File: config.mk
export PLATFORM = sky130hd
export DESIGN_NAME = cpuCore
export DESIGN_NICKNAME = d
export VERILOG_FILES = /design/src/cpu_pkg.sv /design/src/cpuDecode.sv /design/src/cpuAlu.sv /design/src/cpuRegFile.sv /design/src/cpuControl.sv /design/src/cpuDatapath.sv /design/src/cpuCore.sv
export VERILOG_INCLUDE_DIRS = /design/src
export SDC_FILE = /design/constraint.sdc
export NUM_CORES = 2
export LEC_CHECK = 0
export ABC_AREA = 1
export BUFFER_PORTS_ARGS = -buffer_cell sky130_fd_sc_hd__buf_2
export CAP_MARGIN = 5
export CORE_ASPECT_RATIO = 1.25
export CORE_MARGIN = 3
export CORE_UTILIZATION = 25
export DETAILED_ROUTE_END_ITERATION = 16
export SETUP_SLACK_MARGIN = 0.2
export SLEW_MARGIN = 20
export SYNTH_ARGS = -nofsm -noshare
export SYNTH_HDL_FRONTEND = slang
export SYNTH_SLANG_ARGS = --single-unit
File: constraint.sdc
create_clock -name iClk -period 10.8 [get_ports iClk]
set_clock_uncertainty 0.15 [all_clocks]
set_input_delay 2.16 -clock iClk [delete_from_list [all_inputs] [get_ports iClk]]
set_output_delay 2.16 -clock iClk [all_outputs]
set_load 0.1 [all_outputs]
File: src/cpu_defs.svh
`ifndef CPU_DEFS_SVH
`define CPU_DEFS_SVH

// Data word width
`define CPU_XLEN 32

// Memory address width, word addressed
`define CPU_ADDR_W 16

// Register file depth
`define CPU_REG_CNT 16

// Length of the one-hot step ring
`define CPU_STEPS 5

// First fetch address after reset
`define CPU_RESET_PC 16'h0000

`endif

File: src/cpu_pkg.sv
`include "cpu_defs.svh"

package cpu_pkg;

    // Register index width, 4 bits for 16 registers
    localparam int REG_W = $clog2(`CPU_REG_CNT);

    // Opcode map of the kept instructions
    typedef enum logic [4:0] {
        OP_LD   = 5'b00000,
        OP_LI   = 5'b00001,
        OP_ST   = 5'b00010,
        OP_ADD  = 5'b00011,
        OP_SUB  = 5'b00100,
        OP_AND  = 5'b00101,
        OP_OR   = 5'b00110,
        OP_ROR  = 5'b00111,
        OP_ROL  = 5'b01000,
        OP_SRL  = 5'b01001,
        OP_SRA  = 5'b01010,
        OP_SLL  = 5'b01011,
        OP_ADDI = 5'b01100,
        OP_ANDI = 5'b01101,
        OP_ORI  = 5'b01110,
        OP_NEG  = 5'b10001,
        OP_NOT  = 5'b10010,
        OP_BR   = 5'b10011,
        OP_JR   = 5'b10100,
        OP_JAL  = 5'b10101,
        OP_NOP  = 5'b11010,
        OP_HLT  = 5'b11011
    } opcodeE;

    typedef enum logic [3:0] {
        ALU_ADD, ALU_SUB, ALU_AND, ALU_OR, ALU_SLL, ALU_SRL,
        ALU_SRA, ALU_ROR, ALU_ROL, ALU_NOT, ALU_NEG, ALU_PASSB
    } aluOpE;

    // Branch condition, tested against operand A flags
    typedef enum logic [1:0] {
        BR_ZERO  = 2'b00,
        BR_NZERO = 2'b01,
        BR_POS   = 2'b10,
        BR_NEG   = 2'b11
    } brCondE;

    // Four views of one instruction word
    typedef struct packed {
        opcodeE opcode;
        logic [REG_W-1:0] ra;
        logic [REG_W-1:0] rb;
        logic [REG_W-1:0] rc;
        logic [`CPU_XLEN-6-3*REG_W:0] pad;
    } rFmtS;

    typedef struct packed {
        opcodeE opcode;
        logic [REG_W-1:0] ra;
        logic [REG_W-1:0] rb;
        logic [`CPU_XLEN-6-2*REG_W:0] imm;
    } iFmtS;

    typedef struct packed {
        opcodeE opcode;
        logic [REG_W-1:0] ra;
        brCondE cond;
        logic [1:0] pad;
        logic [`CPU_XLEN-10-REG_W:0] offset;
    } bFmtS;

    typedef struct packed {
        opcodeE opcode;
        logic [REG_W-1:0] ra;
        logic [`CPU_XLEN-6-REG_W:0] pad;
    } jFmtS;

    typedef union packed {
        rFmtS r;
        iFmtS i;
        bFmtS b;
        jFmtS j;
    } instrU;

    typedef struct packed {
        opcodeE opcode;
        logic [REG_W-1:0] ra;
        logic [REG_W-1:0] rb;
        logic [REG_W-1:0] rc;
        brCondE cond;
        logic [`CPU_XLEN-1:0] imm32;
        logic isR;
        logic isI;
        logic isB;
        logic isJ;
        logic isM;
    } decodedS;

    // Control word to the datapath
    typedef struct packed {
        logic pcLoad;
        logic pcSelReg;
        logic pcSelBranch;
        logic opALoad;
        logic opBLoad;
        logic immSel;
        aluOpE aluOp;
        logic resLoad;
        logic marLoad;
        logic addrSelRes;
        logic mdrLoad;
        logic rfWrite;
        logic wbSelMem;
        logic [REG_W-1:0] rdAddrA;
        logic [REG_W-1:0] rdAddrB;
        logic [REG_W-1:0] wrAddr;
    } ctrlS;

    // Both flags come from operand A
    typedef struct packed {
        logic zero;
        logic neg;
    } flagsS;

endpackage

File: src/cpuDecode.sv
`timescale 1ns/1ps

module cpuDecode (
    input  cpu_pkg::instrU   instr,
    output cpu_pkg::decodedS dec
);

    always_comb begin
        dec = '0;
        // Fields common to every format
        dec.opcode = instr.r.opcode;
        dec.ra = instr.r.ra;
        dec.rb = instr.i.rb;
        dec.rc = instr.r.rc;
        dec.cond = instr.b.cond;

        case (instr.r.opcode)
            cpu_pkg::OP_ADD, cpu_pkg::OP_SUB, cpu_pkg::OP_AND,
            cpu_pkg::OP_OR, cpu_pkg::OP_SLL, cpu_pkg::OP_SRL,
            cpu_pkg::OP_SRA, cpu_pkg::OP_ROR, cpu_pkg::OP_ROL: begin
                dec.isR = 1'b1;
            end
            cpu_pkg::OP_ADDI, cpu_pkg::OP_ANDI, cpu_pkg::OP_ORI,
            cpu_pkg::OP_NOT, cpu_pkg::OP_NEG, cpu_pkg::OP_LD,
            cpu_pkg::OP_LI, cpu_pkg::OP_ST: begin
                dec.isI = 1'b1;
                // Sign extend 19-bit immediate
                dec.imm32 = $signed(instr.i.imm);
            end
            cpu_pkg::OP_BR: begin
                dec.isB = 1'b1;
                // Branch offset read through its own view
                dec.imm32 = $signed(instr.b.offset);
            end
            cpu_pkg::OP_JAL, cpu_pkg::OP_JR: begin
                dec.isJ = 1'b1;
            end
            cpu_pkg::OP_NOP, cpu_pkg::OP_HLT: begin
                dec.isM = 1'b1;
            end
            default: begin
                // Unknown opcode behaves as NOP
                dec.opcode = cpu_pkg::OP_NOP;
                dec.isM = 1'b1;
            end
        endcase
    end

endmodule

File: src/cpuAlu.sv
`timescale 1ns/1ps
`include "cpu_defs.svh"

module cpuAlu (
    input  cpu_pkg::aluOpE       op,
    input  logic [`CPU_XLEN-1:0] a,
    input  logic [`CPU_XLEN-1:0] b,
    output logic [`CPU_XLEN-1:0] y
);

    // Shift amount from low bits of b
    logic [$clog2(`CPU_XLEN)-1:0] sh;
    // Doubled word for rotates
    logic [2*`CPU_XLEN-1:0] rotR;
    logic [2*`CPU_XLEN-1:0] rotL;

    assign sh = b[$clog2(`CPU_XLEN)-1:0];
    assign rotR = {a, a} >> sh;
    assign rotL = {a, a} << sh;

    always_comb begin
        case (op)
            cpu_pkg::ALU_ADD:   y = a + b;
            cpu_pkg::ALU_SUB:   y = a - b;
            cpu_pkg::ALU_AND:   y = a & b;
            cpu_pkg::ALU_OR:    y = a | b;
            cpu_pkg::ALU_SLL:   y = a << sh;
            cpu_pkg::ALU_SRL:   y = a >> sh;
            // Sign bit fills from the left
            cpu_pkg::ALU_SRA:   y = $signed(a) >>> sh;
            // Low half of the right-shifted pair
            cpu_pkg::ALU_ROR:   y = rotR[`CPU_XLEN-1:0];
            // High half of the left-shifted pair
            cpu_pkg::ALU_ROL:   y = rotL[2*`CPU_XLEN-1:`CPU_XLEN];
            // Unary ops act on a only
            cpu_pkg::ALU_NOT:   y = ~a;
            cpu_pkg::ALU_NEG:   y = -a;
            cpu_pkg::ALU_PASSB: y = b;
            default:            y = '0;
        endcase
    end

endmodule

File: src/cpuRegFile.sv
`timescale 1ns/1ps
`include "cpu_defs.svh"

module cpuRegFile (
    input  logic                      iClk,
    input  logic                      nRst,
    input  logic [cpu_pkg::REG_W-1:0] rdAddrA,
    input  logic [cpu_pkg::REG_W-1:0] rdAddrB,
    output logic [`CPU_XLEN-1:0]      rdDataA,
    output logic [`CPU_XLEN-1:0]      rdDataB,
    input  logic                      wrEn,
    input  logic [cpu_pkg::REG_W-1:0] wrAddr,
    input  logic [`CPU_XLEN-1:0]      wrData
);

    logic [`CPU_XLEN-1:0] regs [`CPU_REG_CNT];

    always_ff @(posedge iClk or negedge nRst) begin
        if (!nRst) begin
            for (int i = 0; i < `CPU_REG_CNT; i++)
                regs[i] <= '0;
        end else if (wrEn && wrAddr != '0) begin
            // R0 never written, stays zero
            regs[wrAddr] <= wrData;
        end
    end

    // Combinational read ports
    assign rdDataA = regs[rdAddrA];
    assign rdDataB = regs[rdAddrB];

endmodule

File: src/cpuControl.sv
`timescale 1ns/1ps
`include "cpu_defs.svh"

module cpuControl (
    input  logic                 iClk,
    input  logic                 nRst,
    input  logic                 memRdy,
    input  logic [`CPU_XLEN-1:0] memRData,
    input  cpu_pkg::flagsS       flags,
    output cpu_pkg::ctrlS        ctrl,
    output logic [`CPU_XLEN-1:0] imm32,
    output logic                 memRead,
    output logic                 memWrite,
    output logic                 halted
);

    // One-hot ring, bit 0 is fetch, bit 4 write back
    logic [`CPU_STEPS-1:0] step;
    cpu_pkg::instrU ir;
    cpu_pkg::decodedS dec;
    logic advance;
    logic brTaken;
    logic isLd;
    logic isSt;

    // Ring only moves on ready, frozen once halted
    assign advance = memRdy && !halted;

    always_ff @(posedge iClk or negedge nRst) begin
        if (!nRst) begin
            step <= {{(`CPU_STEPS-1){1'b0}}, 1'b1};
            ir <= '0;
            halted <= 1'b0;
        end else if (advance) begin
            step <= {step[`CPU_STEPS-2:0], step[`CPU_STEPS-1]};
            if (step[0])
                ir <= memRData;
            // HLT takes effect in the ALU step
            if (step[2] && dec.opcode == cpu_pkg::OP_HLT)
                halted <= 1'b1;
        end
    end

    cpuDecode cpuDecode_inst (
        .instr(ir),
        .dec  (dec)
    );

    assign isLd = (dec.opcode == cpu_pkg::OP_LD);
    assign isSt = (dec.opcode == cpu_pkg::OP_ST);
    assign imm32 = dec.imm32;

    // Each condition code tests its own flag
    always_comb begin
        case (dec.cond)
            cpu_pkg::BR_ZERO:  brTaken = flags.zero;
            cpu_pkg::BR_NZERO: brTaken = !flags.zero;
            // Positive means strictly above zero
            cpu_pkg::BR_POS:   brTaken = !flags.neg && !flags.zero;
            default:           brTaken = flags.neg;
        endcase
        brTaken = brTaken && dec.isB;
    end

    always_comb begin
        ctrl = '0;
        // Read ports by format; B and J read ra on port A
        ctrl.rdAddrA = (dec.isR || dec.isI) ? dec.rb : dec.ra;
        ctrl.rdAddrB = dec.isR ? dec.rc : dec.ra;
        ctrl.wrAddr = dec.ra;
        ctrl.immSel = dec.isI;
        ctrl.wbSelMem = isLd;

        case (dec.opcode)
            cpu_pkg::OP_SUB:                  ctrl.aluOp = cpu_pkg::ALU_SUB;
            cpu_pkg::OP_AND, cpu_pkg::OP_ANDI: ctrl.aluOp = cpu_pkg::ALU_AND;
            cpu_pkg::OP_OR, cpu_pkg::OP_ORI:   ctrl.aluOp = cpu_pkg::ALU_OR;
            cpu_pkg::OP_SLL:                  ctrl.aluOp = cpu_pkg::ALU_SLL;
            cpu_pkg::OP_SRL:                  ctrl.aluOp = cpu_pkg::ALU_SRL;
            cpu_pkg::OP_SRA:                  ctrl.aluOp = cpu_pkg::ALU_SRA;
            cpu_pkg::OP_ROR:                  ctrl.aluOp = cpu_pkg::ALU_ROR;
            cpu_pkg::OP_ROL:                  ctrl.aluOp = cpu_pkg::ALU_ROL;
            cpu_pkg::OP_NOT:                  ctrl.aluOp = cpu_pkg::ALU_NOT;
            cpu_pkg::OP_NEG:                  ctrl.aluOp = cpu_pkg::ALU_NEG;
            // Link value passes through on port B
            cpu_pkg::OP_JAL:                  ctrl.aluOp = cpu_pkg::ALU_PASSB;
            // Address and LI sums use ADD too
            default:                          ctrl.aluOp = cpu_pkg::ALU_ADD;
        endcase

        // Step 1, PC increment
        ctrl.pcLoad = step[0] || (step[2] && (brTaken || dec.isJ));
        // Step 2, operand fetch
        ctrl.opALoad = step[1] && !dec.isM;
        ctrl.opBLoad = step[1] && (dec.isR || isSt);
        // Step 3, ALU or branch
        ctrl.pcSelReg = step[2] && dec.isJ;
        ctrl.pcSelBranch = step[2] && brTaken;
        ctrl.resLoad = step[2] && (dec.isR || dec.isI || dec.opcode == cpu_pkg::OP_JAL);
        ctrl.marLoad = step[2] && (isLd || isSt);
        // Step 4, memory
        ctrl.addrSelRes = step[3] && (isLd || isSt);
        ctrl.mdrLoad = step[3] && isLd;
        // Step 5, write back
        ctrl.rfWrite = step[4] && (dec.isR || (dec.isI && !isSt)
                                   || dec.opcode == cpu_pkg::OP_JAL);
    end

    // Strobes held through a stalled step
    assign memRead = !halted && (step[0] || (step[3] && isLd));
    assign memWrite = !halted && step[3] && isSt;

endmodule

File: src/cpuDatapath.sv
`timescale 1ns/1ps
`include "cpu_defs.svh"

module cpuDatapath (
    input  logic                   iClk,
    input  logic                   nRst,
    input  logic                   memRdy,
    input  cpu_pkg::ctrlS          ctrl,
    input  logic [`CPU_XLEN-1:0]   imm32,
    input  logic [`CPU_XLEN-1:0]   memRData,
    output cpu_pkg::flagsS         flags,
    output logic [`CPU_ADDR_W-1:0] memAddr,
    output logic [`CPU_XLEN-1:0]   memWData
);

    logic [`CPU_ADDR_W-1:0] pc;
    logic [`CPU_ADDR_W-1:0] pcNext;
    logic [`CPU_ADDR_W-1:0] mar;
    logic [`CPU_XLEN-1:0] opA;
    logic [`CPU_XLEN-1:0] opB;
    logic [`CPU_XLEN-1:0] res;
    logic [`CPU_XLEN-1:0] mdr;
    logic [`CPU_XLEN-1:0] rdDataA;
    logic [`CPU_XLEN-1:0] rdDataB;
    logic [`CPU_XLEN-1:0] aluB;
    logic [`CPU_XLEN-1:0] aluY;
    logic [`CPU_XLEN-1:0] wbData;

    // PC source: register jump, relative branch or increment
    assign pcNext = ctrl.pcSelReg    ? opA[`CPU_ADDR_W-1:0] :
                    ctrl.pcSelBranch ? pc + imm32[`CPU_ADDR_W-1:0] :
                    pc + 1'b1;

    always_ff @(posedge iClk or negedge nRst) begin
        if (!nRst)
            pc <= `CPU_RESET_PC;
        else if (memRdy && ctrl.pcLoad)
            pc <= pcNext;
    end

    // Payload registers, each load qualified by ready
    always_ff @(posedge iClk) begin
        if (memRdy) begin
            if (ctrl.opALoad) opA <= rdDataA;
            if (ctrl.opBLoad) opB <= rdDataB;
            if (ctrl.resLoad) res <= aluY;
            if (ctrl.marLoad) mar <= aluY[`CPU_ADDR_W-1:0];
            if (ctrl.mdrLoad) mdr <= memRData;
        end
    end

    // Return PC on port B during JAL, else immediate or operand B
    assign aluB = ctrl.pcSelReg ? {{(`CPU_XLEN-`CPU_ADDR_W){1'b0}}, pc} :
                  ctrl.immSel   ? imm32 : opB;
    assign wbData = ctrl.wbSelMem ? mdr : res;

    cpuRegFile cpuRegFile_inst (
        .iClk   (iClk),
        .nRst   (nRst),
        .rdAddrA(ctrl.rdAddrA),
        .rdAddrB(ctrl.rdAddrB),
        .rdDataA(rdDataA),
        .rdDataB(rdDataB),
        .wrEn   (memRdy && ctrl.rfWrite),
        .wrAddr (ctrl.wrAddr),
        .wrData (wbData)
    );

    cpuAlu cpuAlu_inst (
        .op(ctrl.aluOp),
        .a (opA),
        .b (aluB),
        .y (aluY)
    );

    // Data address during the memory step, PC otherwise
    assign memAddr = ctrl.addrSelRes ? mar : pc;
    assign memWData = opB;
    assign flags.zero = (opA == '0);
    assign flags.neg = opA[`CPU_XLEN-1];

endmodule

File: src/cpuCore.sv
`timescale 1ns/1ps
`include "cpu_defs.svh"

module cpuCore (
    input  logic                   iClk,
    input  logic                   nRst,
    input  logic                   memRdy,
    input  logic [`CPU_XLEN-1:0]   memRData,
    output logic [`CPU_ADDR_W-1:0] memAddr,
    output logic [`CPU_XLEN-1:0]   memWData,
    output logic                   memRead,
    output logic                   memWrite,
    output logic                   halted
);

    // Control word and immediate toward the datapath
    cpu_pkg::ctrlS ctrl;
    logic [`CPU_XLEN-1:0] imm32;
    // Operand A flags back to branch resolution
    cpu_pkg::flagsS flags;

    cpuControl cpuControl_inst (
        .iClk    (iClk),
        .nRst    (nRst),
        .memRdy  (memRdy),
        .memRData(memRData),
        .flags   (flags),
        .ctrl    (ctrl),
        .imm32   (imm32),
        .memRead (memRead),
        .memWrite(memWrite),
        .halted  (halted)
    );

    cpuDatapath cpuDatapath_inst (
        .iClk    (iClk),
        .nRst    (nRst),
        .memRdy  (memRdy),
        .ctrl    (ctrl),
        .imm32   (imm32),
        .memRData(memRData),
        .flags   (flags),
        .memAddr (memAddr),
        .memWData(memWData)
    );

endmodule

==> out/qor.csv <==
stage,metric,value,unit
outcome,run status,"finished, final reports clean",
floorplanning,num ports,86,
grt,number of global-route vias before repair,43800,
sta,Slew headroom,13.5,%
place,Post-DP HPWL,137,mm
floorplanning,Starting Density,25.3,%
logic_synthesis,"EDFF count, synth",144,
place,IO buf count,85,
sta,fin crit share,75.3,%
worst_setup_path,critical path endpoint category,flip-flop,
worst_setup_path,slowest cell on the critical path,nor2_2,
detailed_routing,Detailed Route Iter0 Violations,5839,
sta,Setup Viol. Count Final,0,
detailed_routing,total number of vias,46600,
sta,final-report max-slew violation count,0,
logic_synthesis,largest area contributor in the netlist,dfrtp_1,
clock_tree,H-tree depth,3,
sta,f_max,123,MHz
cells_and_area,final net count,6065,
worst_setup_path,Worst Path Required,11.17,ns
cells_and_area,Synth-to-Final Area Change,10.8,%
clock_tree,Num CTS Buffers,77,
logic_synthesis,"Seq/Total Area, Yosys",40.5,%
grt,Overall Global Routing Usage,21.0,%
logic_synthesis,Seq cells post-synth,710,
cells_and_area,ratio of cells with drive above 1 in the final layout,7.03,%
floorplanning,core area,181000,um2
detailed_routing,drt via density,5.53,
logic_synthesis,Mean Syn Cell Area,7.36,um2
detailed_routing,length of the first detailed-routing pass in iterations,8,
grt,antenna violations before repair,13,
clock_tree,hold buffer count at cts,0,
logic_synthesis,asr flop ratio synth,79.7,%
run,maxcap violations,0,
detailed_routing,Routed Antenna Nets,0,
grt,first-pass GRT wire length,298,mm
detailed_routing,drt wl/cell,24.3,um
floorplanning,DIE WIDTH,388,um
clock_tree,Clock Pin Slew Worst Setup and Hold Paths,0.07,ns
grt,largest net degree at the start of global routing,164,
clock_tree,"Clk Latency, worst-skew pair",0.69,ns
worst_setup_path,Worst Setup SP,cpuControl_inst.ir[29]$_DFFE_PN0P_,
clock_tree,setup repair bufs after CTS,0,
clock_tree,CTS Buffer Depth,3,
worst_setup_path,"Max FO, Critical Path",19,
detailed_routing,Routed WL,205,mm
floorplanning,Die Area,188000,um2
sta,final hold violations,0,
logic_synthesis,Synth area leaders,"dfrtp_1 31%, nand2_1 12%, o21ai_0 10%",
logic_synthesis,Mapped Cells,6202,
logic_synthesis,Syn Nets,6296,
logic_synthesis,number of library cell types mapped by synthesis,64,
floorplanning,DIE HEIGHT,484,um
floorplanning,FP Rows,174,
sta,RSZ-0062 raised after global routing,no,
logic_synthesis,Synth Cell Area,45600,um2
worst_setup_path,Startpoint Class,flip-flop,
worst_hold_path,Hold Crit Start,cpuDatapath_inst.cpuRegFile_inst.regs[485]$_DFFE_PN0P_,
logic_synthesis,synth warn,0,
worst_hold_path,Hold/Removal Path Class,flip-flop to flip-flop,
worst_setup_path,reg2reg start,cpuControl_inst.ir[29]$_DFFE_PN0P_,
detailed_routing,DRC,0,
worst_setup_path,FF-to-FF path depth,40,
worst_setup_path,crit path DAT,8.51,ns
clock_tree,Resize count post-CTS,0,
sta,Worst-Margin Slew,1.29,ns
clock_tree,CTS root buf,clkbuf_16,
logic_synthesis,Yosys top cell area share,31.0,%
place,RD Place Congestion,1.04,
worst_setup_path,"Largest stage delay, worst path",0.78,ns
sta,fin crit period,8.14,ns
cells_and_area,fillers,19600,
worst_setup_path,cell mode on critical path,nand2_1,
grt,total grt overflow,0,
logic_synthesis,prevailing post-synth register cell,dfrtp_1,
worst_setup_path,WS Path Type,flip-flop to flip-flop,
clock_tree,CTS tree,done,
sta,setup TNS,0,ns
worst_hold_path,Min-Delay Path Depth,0,
clock_tree,clk sinks,710,
==> synthesized netlist by cell type, types with 7 or more instances <==
| cell type | number |
|---|---|
| xor2_1 | 50 |
| o211ai_1 | 36 |
| xnor2_1 | 8 |
| buf_2 | 135 |
| nor3_1 | 49 |
| o21ai_1 | 104 |
| nor2_4 | 11 |
| inv_1 | 392 |
| nor2_2 | 16 |
| nor2_1 | 491 |
| o21ai_0 | 909 |
| nand3_1 | 266 |
| ha_1 | 57 |
| o221ai_1 | 130 |
| o311ai_0 | 93 |
| o21a_1 | 271 |
| mux2i_1 | 10 |
| o21ai_2 | 15 |
| inv_2 | 32 |
| clkinv_1 | 12 |
| mux2_2 | 10 |
| edfxtp_1 | 144 |
| o22ai_1 | 18 |
| nand2_2 | 10 |
| nand4_1 | 35 |
| buf_1 | 23 |
| or2_1 | 9 |
| a21oi_1 | 422 |
| a31oi_1 | 12 |
| dfrtp_1 | 565 |
| buf_4 | 8 |
| o311ai_1 | 33 |
| nand3b_1 | 7 |
| clkbuf_1 | 307 |
| nand2_1 | 1443 |
==> path summary, 6_finish.rpt <==
kind	end	slack (ns)
hold reg to reg	cpuDatapath_inst.cpuRegFile_inst.regs[485]$_DFFE_PN0P_	0.23
hold / removal	cpuDatapath_inst.cpuRegFile_inst.regs[485]$_DFFE_PN0P_	0.23
setup / recovery	cpuDatapath_inst.res[28]$_SDFFCE_PN0P_	2.66
max in group asynchronous	cpuDatapath_inst.cpuRegFile_inst.regs[12]$_DFFE_PN0P_	7.15
setup reg to reg	cpuDatapath_inst.res[28]$_SDFFCE_PN0P_	2.66
min in group asynchronous	cpuDatapath_inst.cpuRegFile_inst.regs[390]$_DFFE_PN0P_	1.32
==> stage by stage <==
stage / setup slack (ns) / hold slack, ns / utilization [%] / cell area [um2] / std cells
3_5_place_dp: 2.79 / 0.216 / 26.6 / 48000 / 8268
5_1_grt: 2.09 / 0.242 / 28.0 / 50500 / 8411
3_3_place_gp: 2.58 / 0.215 / 26.6 / 48000 / 8268
6_report: 2.66 / 0.228 / 28.0 / 50600 / 8419
4_1_cts: 2.72 / 0.229 / 28.0 / 50500 / 8411
2_1_floorplan: 4.08 / 0.279 / - / 45600 / 6202
==> critical path, delay by kind of cell (launching register included) <==
family / cells / cell delay (ns)
AOI/OAI and AO/OA: 6 / 1.65
adders and majority gates: 2 / 0.67
xor gates and xnor gates: 1 / 0.07
and+or+nand+nor: 22 / 3.47
DFF: 1 / 0.53
buffers and inverters: 9 / 1.40
==> flip-flops by register name, summed over array words and instances (netlist names) <==
| name | flops |
|---|---|
| cpuDatapath_inst.mdr | 32 |
| cpuDatapath_inst.mar | 16 |
| cpuControl_inst.ir | 32 |
| cpuDatapath_inst.memWData | 32 |
| cpuDatapath_inst.pc | 16 |
| cpuControl_inst.step | 5 |
| cpuControl_inst.halted | 1 |
| cpuDatapath_inst.res | 32 |
| cpuDatapath_inst.cpuRegFile_inst.regs | 512 |
| cpuDatapath_inst.opA | 32 |
==> metal layers <==
metal,share of wire (%),vias to the layer above,global-route usage (%)
met5,0.018,-,0
met4,6.5,6,12.2
met3,9.6,627,4.20
met2,44,2694,32.9
met1,40,22400,26.9
li1,-,20800,-
==> logic make-up (layout without fill, tap and decap cells) <==
group           count (synthesis)  in the layout  share of synthesized area [%]
compound gates               2076           2076                           27.0
xor+xnor                       58             58                           1.11
fa+ha+maj                      59             59                           1.65
buf+inv                       914            747                           7.99
flops                         710            710                           40.5
mux                            20             20                          0.466
other cells                     0              8                              0
simple gates                 2365           2365                           21.2
==> layout make-up <==
class / instances / area, um2 / area share, %
Antenna cell: 8 / 20.0 / 0.0396
Clock buffer: 108 / 2200 / 4.34
Clock inverter: 35 / 352 / 0.695
Inverter: 437 / 1660 / 3.28
Multi-Input combinational cell: 4578 / 23700 / 46.9
Sequential cell: 710 / 18500 / 36.6
Tap cell: 2376 / 2970 / 5.88
Timing Repair Buffer: 167 / 1150 / 2.28
==> cells in the final DEF (no fill, tap or decap), types with 9 or more instances in the layout <==
cell,netlist,layout
a21oi_1,422,421
a31oi_1,12,12
buf_2,135,84
buf_4,8,74
clkbuf_1,307,18
clkbuf_16,0,79
clkbuf_8,0,11
clkinv_1,12,16
clkinv_2,1,16
dfrtp_1,565,565
edfxtp_1,144,144
ha_1,57,57
inv_1,392,387
inv_2,32,30
mux2_2,10,10
mux2i_1,10,10
nand2_1,1443,1441
nand2_2,10,11
nand3_1,266,264
nand4_1,35,35
nor2_1,491,490
nor2_4,11,21
nor3_1,49,48
o211ai_1,36,36
o21a_1,271,271
o21ai_0,909,906
o21ai_1,104,102
o21ai_2,15,10
o21ai_4,2,12
o221ai_1,130,130
o22ai_1,18,18
o311ai_0,93,93
o311ai_1,33,33
or2_1,9,9
xor2_1,50,50
Power is left out: the tool's default activity adds up to more than one toggle a clock period on the data nets, which glitch-free logic cannot reach.
